### src/sbox_pkg.sv
`default_nettype none

package sbox_pkg;

  parameter int WORD_W = 6;

  // one GF(4) element in normal basis
  typedef logic [1:0] gf4_t;

  typedef struct packed {
    gf4_t limb2;
    gf4_t limb1;
    gf4_t limb0;
  } sbox_limbs_t;

  // same 6 bits seen flat or as three tower limbs
  typedef union packed {
    logic [WORD_W-1:0] bits;
    sbox_limbs_t       limbs;
  } sbox_word_u;

  // squaring swaps the two normal-basis coordinates
  function automatic gf4_t gf4_sq(input gf4_t a);
    return {a[0], a[1]};
  endfunction

  function automatic gf4_t gf4_add(input gf4_t a, input gf4_t b);
    return a ^ b;
  endfunction

  function automatic gf4_t gf4_mul(input gf4_t a, input gf4_t b);
    logic t;
    t = (a[0] & b[1]) ^ (a[1] & b[0]);
    return {(a[0] & b[0]) ^ t, (a[1] & b[1]) ^ t};
  endfunction

  // a^3 * b with a^3 = 1 for any nonzero a
  function automatic gf4_t gf4_cube_mul(input gf4_t a, input gf4_t b);
    logic t;
    t = a[0] ^ (~a[0] & a[1]);
    return {t & b[1], t & b[0]};
  endfunction

endpackage

`default_nettype wire
### src/sub_ctrl_if.sv
`timescale 1ns/10ps
`default_nettype none

interface sub_ctrl_if;

  logic load;   // capture block_in
  logic step;   // one substitution this cycle
  logic clear;  // restart step count
  logic last;   // current step is the final one

  modport fsm (
    output load,
    output step,
    output clear,
    input  last
  );

  modport cnt (
    input  step,
    input  clear,
    output last
  );

  modport dp (
    input load,
    input step
  );

endinterface

`default_nettype wire

### src/sub_layer_top.sv
`timescale 1ns/10ps
`default_nettype none

module sub_layer_top import sbox_pkg::*; #(
  parameter int NUM_WORDS = 6
) (
  input  wire logic                        clk,
  input  wire logic                        reset,
  input  wire logic                        start,
  input  wire logic [NUM_WORDS*WORD_W-1:0] block_in,
  output logic      [NUM_WORDS*WORD_W-1:0] block_out,
  output logic                             busy,
  output logic                             done
);

  sub_ctrl_if ctrl ();

  sbox_word_u sbox_in;   // word 0 of the block
  sbox_word_u sbox_out;  // its substitute

  sub_layer_fsm u_fsm (
    .clk   (clk),
    .reset (reset),
    .start (start),
    .ctrl  (ctrl.fsm),
    .busy  (busy),
    .done  (done)
  );

  step_counter #(.NUM_WORDS(NUM_WORDS)) u_cnt (
    .clk   (clk),
    .reset (reset),
    .ctrl  (ctrl.cnt)
  );

  word_rotate_reg #(.NUM_WORDS(NUM_WORDS)) u_blk (
    .clk       (clk),
    .reset     (reset),
    .ctrl      (ctrl.dp),
    .block_in  (block_in),
    .sbox_in   (sbox_in),
    .sbox_out  (sbox_out),
    .block_out (block_out)
  );

  power_map_sbox u_sbox (
    .x (sbox_in),
    .y (sbox_out)
  );

endmodule

`default_nettype wire

### src/sub_layer_fsm.sv
`timescale 1ns/10ps
`default_nettype none

module sub_layer_fsm (
  input  wire logic clk,
  input  wire logic reset,
  input  wire logic start,
  sub_ctrl_if.fsm   ctrl,
  output logic      busy,
  output logic      done
);

  localparam logic [1:0] ST_IDLE   = 2'd0;
  localparam logic [1:0] ST_RUN    = 2'd1;
  localparam logic [1:0] ST_FINISH = 2'd2;

  logic [1:0] state;
  logic       accept;

  // start counts only when idle and not in the done cycle
  assign accept = (state == ST_IDLE) && start && !done;

  // block and counter take the start edge itself
  assign ctrl.load  = accept;
  assign ctrl.clear = accept;

  always_ff @(posedge clk) begin
    if (reset) begin
      state     <= ST_IDLE;
      ctrl.step <= 1'b0;
      done      <= 1'b0;
    end else begin
      done <= 1'b0;
      case (state)
        ST_IDLE: begin
          if (accept) begin
            state     <= ST_RUN;
            ctrl.step <= 1'b1;
          end
        end
        ST_RUN: begin
          if (ctrl.last) begin  // final word substituted on this edge
            state     <= ST_FINISH;
            ctrl.step <= 1'b0;
          end
        end
        ST_FINISH: begin
          state <= ST_IDLE;
          done  <= 1'b1;
        end
        default: begin
          state     <= ST_IDLE;
          ctrl.step <= 1'b0;
        end
      endcase
    end
  end

  assign busy = (state != ST_IDLE);

endmodule

`default_nettype wire

### src/step_counter.sv
`timescale 1ns/10ps
`default_nettype none

module step_counter #(
  parameter int NUM_WORDS = 6
) (
  input  wire logic clk,
  input  wire logic reset,
  sub_ctrl_if.cnt   ctrl
);

  localparam int CNT_W = (NUM_WORDS > 2) ? $clog2(NUM_WORDS) : 1;
  localparam logic [CNT_W-1:0] LAST_CNT = CNT_W'(NUM_WORDS - 1);

  logic [CNT_W-1:0] count;

  always_ff @(posedge clk) begin
    if (reset) begin
      count <= '0;
    end else if (ctrl.clear) begin
      count <= '0;
    end else if (ctrl.step) begin
      count <= count + 1'b1;
    end
  end

  // count holds the number of steps already done
  assign ctrl.last = ctrl.step && (count == LAST_CNT);

endmodule

`default_nettype wire

### src/word_rotate_reg.sv
`timescale 1ns/10ps
`default_nettype none

module word_rotate_reg import sbox_pkg::*; #(
  parameter int NUM_WORDS = 6
) (
  input  wire logic                          clk,
  input  wire logic                          reset,
  sub_ctrl_if.dp                             ctrl,
  input  wire logic [NUM_WORDS*WORD_W-1:0]   block_in,
  output sbox_word_u                         sbox_in,
  input  wire sbox_word_u                    sbox_out,
  output logic      [NUM_WORDS*WORD_W-1:0]   block_out
);

  localparam int BLK_W = NUM_WORDS * WORD_W;

  logic [BLK_W-1:0] blk;

  // word 0 always feeds the S-box
  assign sbox_in.bits = blk[WORD_W-1:0];

  always_ff @(posedge clk) begin
    if (reset) begin
      blk <= '0;
    end else if (ctrl.load) begin
      blk <= block_in;
    end else if (ctrl.step) begin
      // shift down one word and put the substituted word at the top
      blk <= {sbox_out.bits, blk[BLK_W-1:WORD_W]};
    end
  end

  assign block_out = blk;  // back in place after NUM_WORDS steps

endmodule

`default_nettype wire

### src/power_map_sbox.sv
`timescale 1ns/10ps
`default_nettype none

module power_map_sbox import sbox_pkg::*; (
  input  wire sbox_word_u x,
  output sbox_word_u      y
);

  sbox_word_u w;  // tower basis input
  sbox_word_u p;  // tower basis result

  gf4_t x0, x1, x2;
  gf4_t y0, y1, y2, y3, y4, y5;
  gf4_t x3, x4, x5, x6, x7, x8;
  gf4_t x9, x10, x11, x12, x13, x14;

  // into the tower over GF(4)
  always_comb begin
    w.bits[0] = x.bits[0] ^ x.bits[2] ^ x.bits[3];
    w.bits[1] = x.bits[0] ^ x.bits[1] ^ x.bits[5];
    w.bits[2] = x.bits[0] ^ x.bits[1] ^ x.bits[2];
    w.bits[3] = x.bits[0] ^ x.bits[2] ^ x.bits[4] ^ x.bits[5];
    w.bits[4] = x.bits[0] ^ x.bits[4] ^ x.bits[5];
    w.bits[5] = x.bits[0] ^ x.bits[2] ^ x.bits[5];
  end

  assign x0 = w.limbs.limb0;
  assign x1 = w.limbs.limb1;
  assign x2 = w.limbs.limb2;

  assign y0 = gf4_sq(x0);
  assign y1 = gf4_sq(x1);
  assign y2 = gf4_sq(x2);

  assign x3 = gf4_cube_mul(x0, x1);
  assign x4 = gf4_cube_mul(x0, x2);
  assign x5 = gf4_cube_mul(x1, x0);
  assign x6 = gf4_cube_mul(x1, x2);
  assign x7 = gf4_cube_mul(x2, x0);
  assign x8 = gf4_cube_mul(x2, x1);

  assign x9  = gf4_mul(y0, y1);
  assign x10 = gf4_mul(y0, y2);
  assign x11 = gf4_mul(y1, y2);

  // cross products of a squared limb with the other two
  assign y3  = gf4_mul(x1, x2);
  assign x12 = gf4_mul(y0, y3);
  assign y4  = gf4_mul(x0, x2);
  assign x13 = gf4_mul(y1, y4);
  assign y5  = gf4_mul(x0, x1);
  assign x14 = gf4_mul(y2, y5);

  assign p.limbs.limb0 = gf4_add(gf4_add(gf4_add(gf4_add(x0, x1), gf4_add(x5, x6)),
                                         gf4_add(gf4_add(x7, x9), gf4_add(x10, x12))), x14);
  assign p.limbs.limb1 = gf4_add(gf4_add(gf4_add(gf4_add(x1, x2), gf4_add(x3, x7)),
                                         gf4_add(gf4_add(x8, x9), gf4_add(x11, x12))), x13);
  assign p.limbs.limb2 = gf4_add(gf4_add(gf4_add(gf4_add(x0, x2), gf4_add(x3, x4)),
                                         gf4_add(gf4_add(x6, x10), gf4_add(x11, x13))), x14);

  // back to the polynomial basis
  always_comb begin
    y.bits[0] = p.bits[1] ^ p.bits[2] ^ p.bits[5];
    y.bits[1] = p.bits[1] ^ p.bits[3] ^ p.bits[4] ^ p.bits[5];
    y.bits[2] = p.bits[3] ^ p.bits[4];
    y.bits[3] = p.bits[0] ^ p.bits[1] ^ p.bits[2] ^ p.bits[3] ^ p.bits[4] ^ p.bits[5];
    y.bits[4] = p.bits[3] ^ p.bits[5];
    y.bits[5] = p.bits[1] ^ p.bits[2] ^ p.bits[3] ^ p.bits[4];
  end

endmodule

`default_nettype wire

### config.mk
export PLATFORM = sky130hd
export DESIGN_NAME = sub_layer_top
export DESIGN_NICKNAME = d
export VERILOG_FILES = /design/src/sbox_pkg.sv /design/src/sub_ctrl_if.sv /design/src/sub_layer_top.sv /design/src/sub_layer_fsm.sv /design/src/step_counter.sv /design/src/word_rotate_reg.sv /design/src/power_map_sbox.sv
export SDC_FILE = /design/constraint.sdc
export NUM_CORES = 1
export LEC_CHECK = 0
export BUFFER_PORTS_ARGS = -buffer_cell sky130_fd_sc_hd__clkbuf_2
export CAP_MARGIN = 20
export CORE_UTILIZATION = 55
export CTS_BUF_LIST = sky130_fd_sc_hd__clkbuf_4
export DETAILED_ROUTE_END_ITERATION = 8
export PLACE_DENSITY = 0.8
export SYNTH_ARGS = -nofsm -noshare
export SYNTH_HDL_FRONTEND = slang
export SYNTH_SLANG_ARGS = --single-unit
### constraint.sdc
create_clock -name clk -period 10 [get_ports clk]
set_clock_uncertainty 0.05 [all_clocks]
set_input_delay 0.5 -clock clk [delete_from_list [all_inputs] [get_ports clk]]
set_output_delay 0.5 -clock clk [all_outputs]
set_load 0.05 [all_outputs]
==> results.py <==
metrics = {
    "floorplan": {
        "dieHeight_um": 85.7,
        "row_count": 30,
        "die_x_um": 85.7,
        "core_um2": 6790,
        "io_pins": 77,
        "initial_core_util": 0.568,
        "die-area_um2": 7350,
    },
    "worst_setup_path": {
        "cp_common_cell": "xnor3_2",
        "cp-startpoint": "u_blk.block_out[0]",
        "cp.required_ns": 10.24,
        "path_class": "flop to flop",
        "path_cells": "buf_4 > xnor3_2 > xor2_2 > inv_2 > ha_1 > inv_1 > xnor2_1 > xnor3_1 > xnor3_2 > xnor3_2 > or3_1 > a311oi_2",
        "r2r-start": "u_blk.block_out[0]",
        "cp-end-kind": "flop",
        "crit_fanout": 16,
        "r2r-end": "u_blk.block_out[31]",
        "slowest_delay_ns": 0.64,
        "r2r_setup_slack_ns": 5.83,
        "slowest_stage": "dfxtp_1",
        "cp.arrival_ns": 4.41,
        "endpoint": "u_blk.block_out[31]",
        "reg2reg_depth": 12,
        "cp-start-kind": "flop",
    },
    "logic_synthesis": {
        "yosys.area.top_type_share": 0.223,
        "syn_avg_cell_area_um2": 8.53,
        "synth-edff-count": 0,
        "netlist_top_cells_area": "dfxtp_1 22%, mux2i_1 8.8%, a211oi_1 6.6%, nor2_1 5.0%, xnor3_1 4.7%",
        "syn_area_um2": 3860,
        "yosys_warnings": 0,
        "syn_inst": 452,
        "synth.distinct_cells": 77,
        "syn_nets": 499,
        "yosysTopAreaCell": "dfxtp_1",
        "synth_seq_area_share": 0.223,
        "ys_ff_latch": 43,
        "synthFlopType": "dfxtp_1",
        "async_flop_share": 0,
    },
    "cts": {
        "clockRootBuffer": "clkbuf_4",
        "cts-htree-levels": 2,
        "insertion_delay_ns": 0.36,
        "cts.sinks": 43,
        "clock_path_buffers": 2,
        "cts_buffers": 5,
        "cts_tree": "yes",
        "cts_setup_buffers": 0,
        "post_cts_resized": 0,
        "cts.clk_slew.worst_paths_ns": 0.14,
        "ctsHoldBuffers": 0,
    },
    "sta": {
        "fmax_mhz": 240,
        "rsz0062_at_grt": "false",
        "worstMarginPinSlew_ns": 0.814,
        "drv_slew": 0,
        "setup_slack_ns": 5.83,
        "min_period_over_period": 0.417,
        "period_needed_ns": 4.17,
        "hold_viol": 0,
        "hold-worst-slack_ns": 0.304,
        "max-slew-margin-rel": 0.456,
        "tns_ns": 0,
        "setup_viol": 0,
    },
    "detailed_routing": {
        "routedWlPerCell_um": 15.0,
        "viasPerCell": 5.83,
        "drc": 0,
        "routed_wl_mm": 9.01,
        "dr.first_iter.drc_count": 272,
        "antenna_left": 0,
        "via_count": 3498,
        "drt-pass1-iter-count": 6,
    },
    "global_route": {
        "grt_max_degree": 62,
        "grt_overflow_total": 0,
        "track_usage": 0.251,
        "grt_pass1_wl_mm": 15.0,
        "antenna_found_initial": 0,
        "grt_pass1_vias": 3171,
    },
    "pwr": {
        "intPower_mw": 0.786,
        "worst_ir_drop_vdd_mv": 0.288,
        "comb_power_share": 0.730,
        "report.power.total_mw": 1.32,
        "swShare": 0.405,
        "powerDensity_nw_per_um2": 306,
        "p_leak_nw": 1.83,
        "clock_power_share": 0.104,
        "p_seq_frac": 0.166,
        "p_switching_mw": 0.535,
    },
    "run": {
        "max-cap-violations": 0,
    },
    "placed_design": {
        "preCtsSetupSlack_ns": 5.88,
        "io_buffer_count": 76,
        "placed_area_um2": 4190,
        "gp_congestion": 0.895,
        "hpwlAfterDp_mm": 6.47,
    },
    "layout": {
        "drive_gt1_frac": 0.242,
        "fin_area_um2": 4310,
        "synthToLayoutAreaGrowth_pct": 11.9,
        "antennaDiodeCount": 0,
        "final_cell_mix": "76 x clkbuf_2, 51 x nor2_1, 42 x dfxtp_1, 34 x mux2i_1, 34 x a211oi_1",
        "layout_commonest_cell": "clkbuf_2",
        "n_fill_cell": 539,
        "nets": 550,
    },
    "min_path": {
        "min_path_type": "input pin to flop",
    },
    "outcome": {
        "status": "completed",
    },
}
-- per-layer routing --
layer / GRT usage / part of all wire
met1: 0.327 / 0.46
met5: 0 / 0
met2: 0.438 / 0.48
met4: 0.0682 / 0.012
met3: 0.0318 / 0.052
-- cell usage after synthesis (all sizes together) (11+ instances only) --
library cell and n:
nor2 52, xor2 13, nand2 28, dfxtp 43
xnor2 22, buf 18, clkbuf 22, a21oi 22
inv 12, a211oi 35, mux2i 34, xnor3 11
o21ai 21
-- flip-flops by register name (all words and copies together), names as in the netlist --
signal	flops
u_blk.block_out	36
u_cnt.count	3
u_fsm.state	2
u_fsm.ctrl.step	1
u_fsm.done	1
-- worst max-delay path, delay by kind of cell (launching register included) --
kind / cells / cell delay, ns
xor gates and xnor gates: 6 / 2.02
DFF: 1 / 0.64
buffers and inverters: 3 / 0.58
and+or+nand+nor: 1 / 0.38
adders and majority gates: 1 / 0.25
AOI/OAI and AO/OA: 1 / 0.19
-- per-stage QoR --
step | cells | utilization
6_report | 600 | 0.635
5_1_grt | 600 | 0.635
4_1_cts | 599 | 0.632
3_5_place_dp | 591 | 0.617
3_3_place_gp | 591 | 0.617
2_1_floorplan | 452 | -
-- worst min path at each step --
stage	cells past startpoint	endpoint	from
floorplan	1	u_fsm.state[1]	u_fsm.state[1]
global placement	1	u_fsm.state[1]	u_fsm.state[1]
detailed placement	1	u_fsm.state[1]	u_fsm.state[1]
CTS	3	u_blk.block_out[30]	block_in[30]
global route	3	u_blk.block_out[30]	block_in[30]
finish	3	u_blk.block_out[30]	block_in[30]
-- cell families after synthesis --
logic type | after synthesis | share of synthesized area
buffers and inverters | 52 | 0.0691
AOI/OAI and AO/OA | 131 | 0.245
and+or+nand+nor | 138 | 0.180
muxes | 34 | 0.0883
DFF | 43 | 0.223
xor gates and xnor gates | 46 | 0.168
adders and majority gates | 8 | 0.0260
-- power groups by stage --
stage	Clock, mW	Sequential (mW)	Combinational (mW)
floorplan	0	0.278	0.775
global placement	0	0.226	0.940
detailed placement	0	0.226	0.955
CTS	0.139	0.223	0.959
global route	0.145	0.222	1.04
finish	0.138	0.219	0.964
-- layout make-up --
type	count	area (um^2)	area share
inverter	12	45.0	0.0104
multi-input combinational	357	2730	0.633
clock buffer	5	37.5	0.00870
timing repair buffer	84	453	0.105
clock inverter	3	67.6	0.0157
tap	96	120	0.0278
sequential	43	862	0.200
No activity file was read; power rests on OpenSTA's default activity.
